File: config.mk
export PLATFORM = sky130hd
export DESIGN_NAME = rx_status_queue
export DESIGN_NICKNAME = d
export VERILOG_FILES = /design/src/common/eth_frame_pkg.sv /design/src/rx_mac/rx_status_queue.sv
export SDC_FILE = /design/constraint.sdc
export NUM_CORES = 1
export LEC_CHECK = 0
export ABC_AREA = 1
export BUFFER_PORTS_ARGS = -buffer_cell sky130_fd_sc_hd__buf_2
export CORE_MARGIN = 5
export CORE_UTILIZATION = 59
export CTS_BUF_LIST = sky130_fd_sc_hd__clkbuf_4 sky130_fd_sc_hd__clkbuf_8
export CTS_CLUSTER_SIZE = 16
export DETAILED_ROUTE_END_ITERATION = 10
export PLACE_DENSITY = 0.78
export SLEW_MARGIN = 20
export SYNTH_ARGS = -nofsm -noshare
export SYNTH_HDL_FRONTEND = slang
export SYNTH_SLANG_ARGS = --single-unit
export TNS_END_PERCENT = 20
File: constraint.sdc
create_clock -name RxClk -period 2.35 [get_ports RxClk]
set_input_delay 0.1175 -clock RxClk [delete_from_list [all_inputs] [get_ports RxClk]]
set_output_delay 0.1175 -clock RxClk [all_outputs]
set_load 0.05 [all_outputs]
File: src/common/eth_frame_pkg.sv
// Ethernet receive frame definitions
// Byte and word widths, frame limits, buffer sizing and controller states
package eth_frame_pkg;

    // ------------------------------------------------------------------
    // Data path widths
    // ------------------------------------------------------------------
    localparam int ETH_BYTE_W = 8;             // GMII byte
    localparam int ETH_WORD_W = 16;            // Delivered word, two bytes
    localparam int ETH_LEN_W  = 12;            // Frame byte count

    // ------------------------------------------------------------------
    // Frame format
    // ------------------------------------------------------------------
    localparam logic [ETH_BYTE_W-1:0] ETH_PREAMBLE_BYTE = 8'h55;
    localparam logic [ETH_BYTE_W-1:0] ETH_SFD_BYTE      = 8'hD5;
    localparam int ETH_PREAMBLE_LEN = 7;       // 0x55 bytes ahead of the SFD

    // Longest accepted frame, FCS included
    localparam logic [ETH_LEN_W-1:0] ETH_MAX_FRAME_BYTES = 12'd1518;

    // ------------------------------------------------------------------
    // Buffer sizing and flow control
    // ------------------------------------------------------------------
    localparam int WORD_BUF_DEPTH = 2048;      // 4 KB of frame data
    localparam int WORD_ADDR_W    = $clog2(WORD_BUF_DEPTH);
    localparam int STATUS_DEPTH   = 8;         // Frames waiting for the controller
    localparam int STATUS_ADDR_W  = $clog2(STATUS_DEPTH);

    localparam int CREDIT_W = 3;
    localparam logic [CREDIT_W-1:0] CREDIT_MAX = 3'd4;   // Consumer slots after reset

    // Delivery controller states
    typedef enum logic [1:0] {
        IDLE,       // Waiting for a status record
        DELIVER,    // Sending a good frame to the consumer
        FLUSH       // Discarding the words of a bad frame
    } deliver_state_t;

endpackage
File: src/rx_mac/rx_status_queue.sv
// Receive status queue
// One record per frame, the byte count and a combined bad bit,
// held until the controller pops it
`timescale 1ns/1ps

module rx_status_queue (
    input  logic                                RxClk,
    input  logic                                rst_n,
    input  logic                                eof,
    input  logic                                preamble_error,
    input  logic                                phy_error,
    input  logic                                too_long,
    input  logic                                crc_error,
    input  logic                                status_pop,
    input  logic [eth_frame_pkg::ETH_LEN_W-1:0] frame_len,
    output logic                                status_empty,
    output logic [eth_frame_pkg::ETH_LEN_W-1:0] head_len,
    output logic                                head_bad
);
    import eth_frame_pkg::*;

    logic [ETH_LEN_W:0]     mem [STATUS_DEPTH];   // {bad, len}
    logic [STATUS_ADDR_W:0] wr_ptr;               // Extra bit tells full from empty
    logic [STATUS_ADDR_W:0] rd_ptr;
    logic                   frame_bad;

    assign frame_bad = preamble_error | phy_error | too_long | crc_error;

    always_ff @(posedge RxClk) begin
        if (eof) begin
            mem[wr_ptr[STATUS_ADDR_W-1:0]] <= {frame_bad, frame_len};
        end
    end

    always_ff @(posedge RxClk) begin
        if (!rst_n) begin
            wr_ptr <= '0;
            rd_ptr <= '0;
        end else begin
            if (eof) begin
                wr_ptr <= wr_ptr + 1'b1;
            end
            if (status_pop) begin
                rd_ptr <= rd_ptr + 1'b1;
            end
        end
    end

    assign status_empty         = (wr_ptr == rd_ptr);
    assign {head_bad, head_len} = mem[rd_ptr[STATUS_ADDR_W-1:0]];

endmodule

* Word-level counts from Yosys, hierarchy flattened
Memories as Yosys holds them, arrays and structs flattened. A register that Yosys moved wholly into a read port is not among the register bits.
Index checks and enable logic that the tools add are counted.
** Storage, ports and cells
- Register bits after elaboration :: 8
- Output and inout port bits :: 14
- Memories kept :: 1
- Word-level logic and storage cells :: 13
- RAM bits :: 104
** Memories
- mem :: words 8, width 13, read ports 1, clocked after Yosys merged registers in 1, write ports 1, RTL line rx_status_queue.sv:22 : logic [ETH_LEN_W:0] mem [STATUS_DEPTH];
** Cells by class
- Add/subtract/negate cells :: 2
- Bitwise gates (word level) :: 3
- Muxes and demuxes :: 4
- Equality and inequality tests :: 1
** Operators by type and width (number)
- 4-bit by 1-bit adder with 4-bit output, second input constant :: 2
- 3-bit 2-to-1 mux :: 2
- 4-bit == test :: 1
- 1-bit OR :: 3
- 1-bit 2-to-1 mux :: 2

* Logic depth before layout (Yosys ltp)
Gate-level depths: netlist of run 1.
- Depth after elaboration :: 3
- Gate-level depth with buffers :: 8
- Mapped depth without buffers :: 6

* Worst setup path before layout of run 1
No wires, ideal clock.
- Path kind :: register -> register
- Start :: reg wr_ptr[0]
- End :: mem mem[0][0] in the netlist's numbering (enable)
- Slack :: 729 ps
- Required time :: 1968 ps
- Stages on the path, launching flop included :: 3
- Arrival :: 1239 ps
- Library setup time :: 382 ps
- Buffers on the path :: 0
- Path through :: dfxtp_1 > or2_2 > nor2_1
** RTL lines
- from (decl) :: RTL line rx_status_queue.sv:23 : logic [STATUS_ADDR_W:0] wr_ptr;
- from (signal assigned) :: RTL line rx_status_queue.sv:41 : wr_ptr <= wr_ptr + 1'b1;
- to (decl) :: RTL line rx_status_queue.sv:22
No word-level cell before the write port.

==> summary by stage, run 1 <==
Yosys
The share of synthesized area in the top cell type comes to 0.618. The number of nets handed over by synthesis was 541. Counting every instance in the synthesized netlist gives 519. The share of the Yosys chip area taken by registers is 0.662. The proportion of synthesized flip-flops having asynchronous set or reset is 0. By instance count, the leading cell after synthesis is sky130_fd_sc_hd__nand2_1.

For this run, the leading register cell type out of synthesis is sky130_fd_sc_hd__edfxtp_1. The top cell type by total area after synthesis is sky130_fd_sc_hd__edfxtp_1. The count of yosys warnings during synthesis is 0. The number of enable-type register cells in the synthesized netlist is 104.

Synthesis inferred 115 register bits. The commonest cells after synthesis are sky130_fd_sc_hd__nand2_1 (185), sky130_fd_sc_hd__inv_1 (110), sky130_fd_sc_hd__edfxtp_1 (104). In the post-synthesis netlist, the biggest area contributors are sky130_fd_sc_hd__edfxtp_1 (62%), sky130_fd_sc_hd__nand2_1 (14%), sky130_fd_sc_hd__inv_1 (8.2%). Synthesis instantiated 17 different standard cells from the library.

Dividing the synthesized area by the synthesized cell count gives 9.74 sq um. In this run the cell area of the synthesized design comes to 5050 sq um.

Pwr
Power spread over the standard cell area amounts to 825 nW/um^2. The relative contribution of combinational cells to total power is 0.110. Cell internal power was estimated by the tool at 3.74 mW. The worst-case IR drop observed on VDD is 0.000450 V. Of the total power, the clock network draws 0.416.

Of the total power, the share spent switching nets is 0.234. The cell leakage power is 2.75 nW. Of the total power, registers draw 0.474. Summed over all nets, the switching power comes to 1.15 mW.

Timing
In this run the tightest slew margin relative to its limit is 0.588. Setup violations remaining at the end of the flow were counted as 0. The largest clock skew in the final design is 0.00875 ns. In the finished design, the share of the clock period the worst path needs comes to 0.899. For the finished layout, the period the worst path requires is 2.11 ns.

Setup total negative slack on the finished layout was measured at 0 ns. The final hold violation count came to 0. The highest achievable clock rate is 473 MHz. Setup repair after global routing left no endpoint under its margin.

For the pin with the worst max-slew slack, the measured transition is 0.618 ns. The final count of pins violating max slew came to 0.

Clocking
TritonCTS built the clock tree. The clock latency at the later pin of the worst-skew pair is 0.42 ns. The number of buffers between clock root and the deepest sink is 2.

The clock input transition at the sequential cells of the worst setup and hold paths is 0.06 ns. Counting the buffers created by CTS gives 17. The CTS sink count is 115. The cell sitting at the root of the clock tree is a sky130_fd_sc_hd__clkbuf_8. In this run the post-CTS setup repair buffer count came out at 0. The H-tree was split into 4 levels.

Drt
For this run, design rule violations remaining after detail routing come to 0. After detailed routing, the average wire length per cell comes to 15.1 um. The number of nets with antenna violations after routing is 0. Dividing the detail-routed via count by the number of cells gives 5.12. The first routing iteration left 215 violations. After detailed routing, the total wire length is 10500 um. The routed layout has 3578 vias. The first-pass detailed-route iteration total is 5.

Worst setup path
For the worst setup path, the data arrival time is 2.00 ns. STA classifies the critical path startpoint as a flop. The worst register-to-register path ends at mem[0][12]$_DFFE_PP_.

The worst register-to-register path has a setup slack of 0.94 ns. In this run the critical register-to-register path is launched from wr_ptr[0]$_SDFFE_PN0P_. Measured in cells, the most critical reg-to-reg path has a length of 3.

At the worst endpoint, the required time is 2.23 ns. The type of the worst setup path is flop to primary output. STA classifies the critical path endpoint as a primary output.

The maximum net fanout on the critical path is 26.

GRT
The total congestion overflow after global routing is 0. The total routing usage reported by global routing is 0.223. The number of antenna violations at the first check in global routing is 0. The maximum number of pins on one net before global-route repair is 53.

The via count of the first global-routing pass is 3665. The first-pass GRT wire length is 17400 um.

Die
From left edge to right edge, the die measures 103 um. After floorplanning, the core was sized to cover 8300 sq um. During I/O placement, the number of pins put on the boundary was 34. The height of the chip is 103 um. The floorplan step defined a die boundary enclosing 10500 sq um.

For this configuration, the core starts out at a cell density of 0.609. The initialized floorplan defines 33 standard-cell rows.

Place
The placed wire-length estimate is 6260 um. The number of instances in the placed design is 651. The placer's final routability congestion estimate is 0.830. Port buffering added 33 buffers.

Finish
For this run, the post-layout net count is 603. Registers take 3350 sq um. The antenna diode instance count is 0.

The post-route non-filler standard cell count is 699. After filler insertion, the fill cell instance count of the layout stands at 610. The share of final-layout standard cells stronger than drive strength 1 is 0.136.

Summing all multi-input logic gate instances after layout gives 1150 sq um. From synthesis to final layout, the design area changed by 17.3%.

Hold path
The worst hold path begins at preamble_error. The path with the worst hold slack has its endpoint at mem[3][12]$_DFFE_PP_. The worst min-delay path class is input pin to flop. The cell depth of the worst min-delay path is 3.

Job
The max capacitance violation total is 0.

Outcome
The run finished with clean final reports.
-- flip-flops by register name, summed over array words and instances, names as in the netlist, named ones only --
name and flops:
rd_ptr 4, wr_ptr 4, mem 104
-- worst max path at each step --
stage,end
floorplan,mem[0][0]$_DFFE_PP_
global placement,head_bad
detailed placement,head_bad
CTS,head_len[9]
global route,head_len[6]
finish,head_len[9]
-- layout make-up --
class | instances | area share
clock buffer | 29 | 0.0621
clock inverter | 3 | 0.0152
multi-input combinational | 274 | 0.194
timing repair buffer | 61 | 0.0701
inverter | 112 | 0.0718
tap | 105 | 0.0222
sequential | 115 | 0.565
-- per-stage QoR --
step	setup WS (ns)	util	power, mW	hold WS, ns	area, sq um
3_5_place_dp	0.675	0.639	2.87	0.390	5310
4_1_cts	0.160	0.714	4.91	0.155	5920
2_1_floorplan	0.729	-	2.74	0.213	5050
5_1_grt	0.102	0.714	5.08	0.211	5930
6_report	0.237	0.714	4.89	0.171	5930
3_3_place_gp	0.694	0.639	2.85	0.381	5310
-- power by group through the flow --
stage	Combinational (mW)	Clock, mW	Sequential (mW)
5_1_grt	0.593	2.17	2.32
6_report	0.538	2.04	2.32
2_1_floorplan	0.398	0	2.34
3_3_place_gp	0.497	0	2.36
4_1_cts	0.541	2.06	2.31
3_5_place_dp	0.516	0	2.36
-- cells in the final DEF (no fill, tap or decap), drive strengths merged --
| cell | n |
|---|---|
| edfxtp | 104 |
| clkbuf | 29 |
| nand3 | 53 |
| ha | 2 |
| inv | 112 |
| or2 | 1 |
| bufinv | 3 |
| buf | 45 |
| dlygate4sd3 | 16 |
| a21oi | 6 |
| nand2 | 185 |
| dfxtp | 11 |
| nor3b | 1 |
| nor2 | 17 |
| o21ai | 6 |
| xnor2 | 3 |
-- what timing repair did --
item                                    in CTS  in global routing
hold buffers                                16                  0
endpoints found under the setup margin       0                  1
resized for setup                            0                  1
hold endpoints to repair                   104                  0
-- cell families (layout without fill, tap and decap cells) --
kind of cell	after synthesis	after routing	share of synthesized area
compound gates	12	12	0.0119
xor+xnor	3	3	0.00520
fa+ha+maj	2	2	0.00495
buf+inv	130	205	0.111
flops	115	115	0.662
simple gates	257	257	0.205
-- worst max-delay path, cell delays in order (launching register included) --
cell,delay [ns]
sky130_fd_sc_hd__dfxtp_1,0.72
sky130_fd_sc_hd__inv_4,0.28
sky130_fd_sc_hd__nand3_1,0.18
sky130_fd_sc_hd__nand2_1,0.08
sky130_fd_sc_hd__nand2_1,0.06
sky130_fd_sc_hd__nand2_1,0.06
sky130_fd_sc_hd__buf_2,0.21
-- layer usage --
metal  track usage  vias to the layer above  routed length, um
li1              -                     1744                  -
met1         0.268                     1672               4000
met2         0.380                      135               5510
met3        0.0548                       27                742
met4         0.103                        0                284
met5             0                        -                  0
(Power assumes the default switching activity.)
==> run 2: changes to the inputs <==
--- a/config.mk
+++ b/config.mk
@@ -8,11 +8,12 @@
 export ABC_AREA = 1
 export BUFFER_PORTS_ARGS = -buffer_cell sky130_fd_sc_hd__buf_2
 export CORE_MARGIN = 5
-export CORE_UTILIZATION = 59
+export CORE_UTILIZATION = 62
 export CTS_BUF_LIST = sky130_fd_sc_hd__clkbuf_4 sky130_fd_sc_hd__clkbuf_8
 export CTS_CLUSTER_SIZE = 16
 export DETAILED_ROUTE_END_ITERATION = 10
-export PLACE_DENSITY = 0.78
+export MAX_ROUTING_LAYER = met4
+export PLACE_DENSITY = 0.81
 export SLEW_MARGIN = 20
 export SYNTH_ARGS = -nofsm -noshare
 export SYNTH_HDL_FRONTEND = slang
==> constraint.sdc (replaced) <==
create_clock -name RxClk -period 2.35 [get_ports RxClk]
set_input_delay 0.1175 -clock RxClk [delete_from_list [all_inputs] [get_ports RxClk]]
set_output_delay 0.1175 -clock RxClk [all_outputs]
set_load 0.005 [all_outputs]
==> summary by stage, run 2 (synthesis results as in run 1) <==
Outcome
The run finished with clean final reports.

Worst setup path
The maximum net fanout on the critical path is 52 (+100%). STA classifies the critical path startpoint as a flop. By instance count, the cell type seen most on the critical path is sky130_fd_sc_hd__nand2_1. The endpoint class of the critical path is a primary output. The delay of the slowest critical-path stage is 0.37 ns (-0.35 ns). The arrival time of the worst setup path came to 1.69 ns (-0.31 ns).

The slowest stage of the critical path belongs to the cell sky130_fd_sc_hd__inv_4. The worst setup path is of the flop to primary output kind. The number of cells on the worst reg-to-reg path is 3 (unchanged).

The critical path goes through inv_4 -> nand2_1 -> nand3_1 -> nand2_1 -> nand2_1 -> nand2_1 -> buf_2. The critical path data required time is 2.23 ns (about the same).

Drt
The post-route DRC violation count is 0 (unchanged). The initial DRC count is 306 (+42%). The average wire per standard cell is 14.0 um (-7.2%). The total number of vias is 3582 (+0.11%).

The first-pass detailed-route iteration total is 6 (+1). The number of vias per cell came to 5.10 (-0.32%). The aggregate routed wire length came to 9820 um (-6.8%). The number of nets with antenna violations after routing is 0 (unchanged).

Finish
The summed area of non-filler cells in the final layout was 5830 sq um (-1.6%). The antenna diode instance count is 0 (unchanged). The share of final-layout standard cells stronger than drive strength 1 is 0.137 (+0.000990).

The library cells used most frequently in the layout, excluding fill and tap cells, are sky130_fd_sc_hd__nand2_1 (185), sky130_fd_sc_hd__inv_1 (110), sky130_fd_sc_hd__edfxtp_1 (104). The layout overhead on the synthesized area is 15.4%. The number of flip-flops in the largest register is 104 (unchanged).

The number of nets at the end of the flow is 607 (+0.66%). The number of fillers in the final layout was 592 (-3.0%). Leaving out fill and tap cells, the most frequent cell in the layout is sky130_fd_sc_hd__nand2_1.

Pwr
The cell leakage power is 2.71 nW (-1.6%). The power density over cell area is 731 nW/um^2 (-11%). The maximum vdd drop is 0.000560 V (+25%).

Timing
The largest clock skew in the final design is 0.00669 ns (-0.00206 ns). The final count of pins violating max slew is 0 (unchanged). The final critical-path required period was 1.81 ns (-0.302 ns). The final setup violation count is 0 (unchanged).

Setup repair after global routing left no endpoint under its margin. The final hold violation count came to 0 (unchanged). The final hold slack came to 0.170 ns (-0.00104 ns). The summed negative setup slack over all endpoints is 0 ns (unchanged).

The transition time at the pin with the least slew margin came to 0.589 ns (-0.0287 ns). The highest achievable clock rate is 552 MHz (+17%). The worst slew slack as a fraction of its limit came to 0.607 (+0.0193). The final clock period utilization by the worst path is 0.771 (-0.128).

GRT
The total routing usage reported by global routing came to 0.218 (-0.00550). The total congestion overflow after global routing is 0 (unchanged). The maximum number of pins on one net before global-route repair was 53 (unchanged). The number of antenna violations at the first check in global routing is 0 (unchanged).

The first-pass GRT wire length is 16300 um (-6.5%). The via count of the first global-routing pass is 3575 (-2.5%).

Clocking
The number of H-tree levels is 4 (unchanged). The post-CTS resize count came to 0 (unchanged). The number of buffers inserted to repair setup after CTS is 0 (unchanged). The CTS sink count was 115 (unchanged). The number of buffers between clock root and the deepest sink is 2 (unchanged).

TritonCTS built the clock tree. The clock input transition at the sequential cells of the worst setup and hold paths is 0.07 ns (about the same). The cell chosen for the clock root is sky130_fd_sc_hd__clkbuf_8. The number of buffers created by CTS was 17 (unchanged). The clock latency at the later pin of the worst-skew pair is 0.41 ns (about the same).

Die
The height of the chip came to 100 um (-2.2%). The area of the die was 10100 sq um (-4.4%). The initial core utilization is 0.624 (+0.0155).

The standard cell core area is 8090 sq um (-2.5%). The number of placement rows is 33 (unchanged). The horizontal die dimension is 100 um (-2.2%). The count of pins on the block boundary is 34 (unchanged).

Place
The number of buffer cells added on primary ports came to 33 (unchanged). The placed standard-cell area is 5340 sq um (+0.71%). The placed wire-length estimate is 6040 um (-3.5%). The placer's final routability congestion estimate came to 0.860 (+3.6%).

Job
The max capacitance violation total is 0 (unchanged).

Hold path
The cell depth of the worst min-delay path was 3 (unchanged). The worst min-delay path class is input pin to flop.
## run 2: cell count changes in the layout (fill, tap and decap cells not counted), sizes merged
cell,previous run,this run
clkinv,0,10
bufinv,3,1
buf,45,50
dlygate4sd3,16,15
clkinvlp,0,2
clkbuf,29,18
## run 2: worst max-delay path, delay by kind of cell, from the launching register on
family | cells | cell delay [ns]
buffers and inverters | 2 | 0.49
flip-flops | 1 | 0.34
AND/OR/NAND/NOR | 5 | 0.43
## run 2: final cells by class
type	instances	area, sq um	area share
Clock buffer	18	241	0.0414
Clock inverter	13	95.1	0.0163
Inverter	112	425	0.0730
Multi-Input combinational cell	274	1150	0.197
Sequential cell	115	3340	0.574
Tap cell	105	131	0.0225
Timing Repair Buffer	65	443	0.0760
## run 2: timing repair
| action | 4_1_cts | 5_1_grt |
|---|---|---|
| endpoints found under the hold margin | 98 | 0 |
| hold buffers | 15 | 0 |
| setup endpoints to repair | 0 | 0 |
## run 2: path summary, 6_finish.rpt
path	start	to	slack (ns)
worst min-delay path	preamble_error	mem[0][12]$_DFFE_PP_	0.17
worst max register to register	wr_ptr[0]$_SDFFE_PN0P_	mem[1][6]$_DFFE_PP_	0.97
worst min register to register	rd_ptr[3]$_SDFFE_PN0P_	rd_ptr[3]$_SDFFE_PN0P_	0.52
worst max-delay path	flop	head_bad	0.54
## run 2: per-stage QoR
step                total power, mW  setup slack (ns)   util  cells
floorplan                      2.60             0.729      -    519
CTS                            4.29             0.546  0.720    702
detailed placement             2.73              1.00  0.660    656
global placement               2.72              1.03  0.660    656
finish                         4.26             0.539  0.720    702
global route                   4.44             0.432  0.720    702
## run 2: layer usage
layer | global-route usage | up-vias | share of wire
li1 | - | 1747 | -
met3 | 0.0556 | 24 | 0.055
met2 | 0.352 | 133 | 0.49
met1 | 0.271 | 1678 | 0.43
met4 | 0.0684 | 0 | 0.017
met5 | - | - | 0
## run 2: power breakdown
group	total, mW	switching [mW]	internal (mW)	leakage [nW]
combinational	0.407	0.255	0.152	1.50
clock	1.55	0.736	0.817	0.174
sequential	2.30	0.0199	2.28	1.03
==> run 3: changes to the inputs <==
--- a/config.mk
+++ b/config.mk
@@ -8,12 +8,12 @@
 export ABC_AREA = 1
 export BUFFER_PORTS_ARGS = -buffer_cell sky130_fd_sc_hd__buf_2
 export CORE_MARGIN = 5
-export CORE_UTILIZATION = 62
+export CORE_UTILIZATION = 56
 export CTS_BUF_LIST = sky130_fd_sc_hd__clkbuf_4 sky130_fd_sc_hd__clkbuf_8
 export CTS_CLUSTER_SIZE = 16
 export DETAILED_ROUTE_END_ITERATION = 10
 export MAX_ROUTING_LAYER = met4
-export PLACE_DENSITY = 0.81
+export PLACE_DENSITY = 0.78
 export SLEW_MARGIN = 20
 export SYNTH_ARGS = -nofsm -noshare
 export SYNTH_HDL_FRONTEND = slang
==> constraint.sdc (replaced) <==
create_clock -name RxClk -period 1.6 [get_ports RxClk]
set_input_delay 0.08 -clock RxClk [delete_from_list [all_inputs] [get_ports RxClk]]
set_output_delay 0.08 -clock RxClk [all_outputs]
set_load 0.005 [all_outputs]
==> summary by stage, run 3 (synthesis results as in run 1) <==
Die
The horizontal die dimension was 105 um (+4.7%). The initial core utilization is 0.577 (-0.0478). The height of the chip is 105 um (+4.7%). The count of pins on the block boundary is 34 (unchanged). The number of placement rows is 34 (+3.0%). The standard cell core area is 8760 sq um (+8.3%). The area of the die is 11000 sq um (+9.6%).

Drt
The number of nets with antenna violations after routing was 0 (unchanged). The average wire per standard cell is 16.2 um (+16%). The aggregate routed wire length is 11500 um (+17%). The first-pass detailed-route iteration total is 7 (+1). The total number of vias is 3716 (+3.7%). The post-route DRC violation count is 0 (unchanged). The initial DRC count is 264 (-14%). The number of vias per cell is 5.22 (+2.3%).

GRT
The total routing usage reported by global routing was 0.217 (-0.000523). The first-pass GRT wire length was 17800 um (+9.4%). The total congestion overflow after global routing is 0 (unchanged).

The met2 track demand over resource is 0.356 (+0.00443). The busiest layer in global routing is met2. The via count of the first global-routing pass is 3629 (+1.5%). The met3 track demand over resource is 0.0666 (+0.0110). The number of antenna violations at the first check in global routing was 0 (unchanged). The global routing usage on met1 is 0.245 (-0.0263). The maximum number of pins on one net before global-route repair is 53 (unchanged).

Clocking
The clock latency at the later pin of the worst-skew pair is 0.42 ns (about the same). The clock input transition at the sequential cells of the worst setup and hold paths is 0.07 ns (about the same). The CTS sink count is 115 (unchanged).

The number of H-tree levels is 4 (unchanged). The number of buffers created by CTS is 17 (unchanged). The cell chosen for the clock root is sky130_fd_sc_hd__clkbuf_8.

The number of buffers between clock root and the deepest sink came to 2 (unchanged). TritonCTS built the clock tree.

Timing
The final hold violation count is 0 (unchanged). The final clock period utilization by the worst path is 1.06. The final setup violation count is 13 (+13). The final hold slack is 0.100 ns (-0.0696 ns).

The worst slew slack as a fraction of its limit is 0.630 (+0.0231). The final count of pins violating max slew is 0 (unchanged). The smallest clock period supported by the final layout is computed as 1.69 ns. The largest clock skew in the final design came to 0.00889 ns (+0.00220 ns).

The transition time at the pin with the least slew margin is 0.554 ns (-0.0346 ns). Setup repair after global routing could not meet its margin everywhere. Based on the critical path, the design can be clocked at up to 590 MHz. The summed negative setup slack over all endpoints was -0.827 ns (-0.827 ns). The slack of the critical path is -0.0949 ns (-0.634 ns).

Hold path
The startpoint identified for the worst hold timing path is preamble_error. The tightest min-delay check is of the input pin to flop type. The cell depth of the worst min-delay path is 3 (unchanged). The worst hold path terminates at mem[5][12]$_DFFE_PP_.

Place
The placer's final routability congestion estimate was 0.804 (-6.5%). The placed wire-length estimate was 6220 um (+3.0%). The placed standard-cell area is 5340 sq um (about the same). The number of buffer cells added on primary ports is 33 (unchanged).

The number of instances in the placed design came to 657 (+0.15%). The minimum setup slack after placement is 0.242 ns (-0.761 ns).

Worst setup path
The critical path data required time is 1.52 ns (-0.71 ns). The kind of cell adding the most delay to the critical path is buffers and inverters. The maximum net fanout on the critical path came to 7 (-87%). The element type at the critical path start is a flop. The terminus of the critical flop-to-flop path is mem[2][7]$_DFFE_PP_.

The library cell contributing the largest single delay on the critical path is sky130_fd_sc_hd__dfxtp_4. The buffers plus inverters on the worst setup path is 3 (+1). The number of cells on the worst reg-to-reg path is 3 (unchanged). The delay of the slowest critical-path stage is 0.45 ns (+0.08 ns). Walking the worst path, the cells encountered are buf_12 -> buf_16 -> nand2_4 -> nand3_2 -> nand2_1 -> nand2_1 -> nand2_1 -> buf_2. STA classifies the critical path endpoint as a primary output.

The register-to-register setup slack is 0.21 ns (-0.76 ns). The number of cells on the critical path was 8 (+1). The most frequent cell on the critical path is sky130_fd_sc_hd__nand2_1. The worst setup path is of the flop to primary output kind. The arrival time of the worst setup path is 1.61 ns (-0.08 ns). The worst register-to-register path begins at wr_ptr[0]$_SDFFE_PN0P_.

Finish
The utilization after layout is 0.706 (-0.0147). Leaving out fill and tap cells, the most frequent cells in the layout are sky130_fd_sc_hd__nand2_1 (175), sky130_fd_sc_hd__inv_1 (110), sky130_fd_sc_hd__edfxtp_1 (104). The post-route non-filler standard cell count is 712 (+1.4%). The sequential cell area was 3350 sq um (about the same). The number of flip-flops in the largest register is 104 (unchanged). The number of fillers in the final layout is 624 (+5.4%). The number of nets at the end of the flow is 613 (+0.99%). The summed area of non-filler cells in the final layout is 6180 sq um (+6.1%). The multi-input combinational cell area is 1250 sq um (+8.7%). The share of final-layout standard cells stronger than drive strength 1 is 0.177 (+0.0398). The most common cell after layout, fill and taps aside is sky130_fd_sc_hd__nand2_1. The area growth from synthesis to layout is 22.4%. The antenna diode instance count is 0 (unchanged).

Outcome
The checks that failed: negative setup slack. The run finished, with violations left.

Pwr
The final total power is 6.79 mW (+59%). The cell leakage power is 2.89 nW (+6.7%). The maximum vdd drop is 0.000606 V (+8.2%). The power density over cell area is 1100 nW/um^2 (+50%).

Job
The max capacitance violation total is 0 (unchanged).
run 3: power breakdown:
group          total (mW)  internal [mW]  leakage, nW  switching (mW)
sequential           3.39           3.35         1.03          0.0391
combinational       0.728          0.304         1.65           0.423
clock                2.67           1.54        0.208            1.13
run 3: cell type report:
class,instances,share of cell area
sequential,115,0.541
tap,108,0.0219
clock buffer,19,0.0403
multi-input combinational,274,0.202
clock inverter,13,0.0229
timing repair buffer,71,0.101
inverter,112,0.0704
run 3: timing repair:
| action | CTS | global route |
|---|---|---|
| setup endpoints to repair | 13 | 13 |
| setup buffers | 2 | 0 |
| gates cloned | 3 | 2 |
| endpoints found under the hold margin | 107 | 0 |
| gates resized for setup | 10 | 23 |
| hold buffers | 16 | 0 |
| pin swaps | 1 | 41 |
run 3: worst max path at each step:
| stage | from | end | slack [ns] |
|---|---|---|---|
| after floorplan | wr_ptr[0]$_SDFFE_PN0P_ | mem[4][0]$_DFFE_PP_ | -0.02 |
| after global placement | flop | head_len[1] | 0.29 |
| after detailed placement | wr_ptr[0]$_SDFFE_PN0P_ | mem[5][2]$_DFFE_PP_ | 0.24 |
| after CTS | flop | head_len[9] | -0.09 |
| after global routing | flop | head_len[5] | -0.20 |
| final | flop | head_len[3] | -0.09 |
run 3: layer usage:
layer | vias to the layer above | share of wire
met2 | 157 | 0.51
met4 | 0 | 0.029
met3 | 33 | 0.086
met5 | - | 0
li1 | 1765 | -
met1 | 1761 | 0.37
run 3: worst min-delay path, delay by kind of cell:
| kind | cells | cell delay (ns) |
|---|---|---|
| buffers and inverters | 1 | 0.08 |
| and+or+nand+nor | 2 | 0.21 |
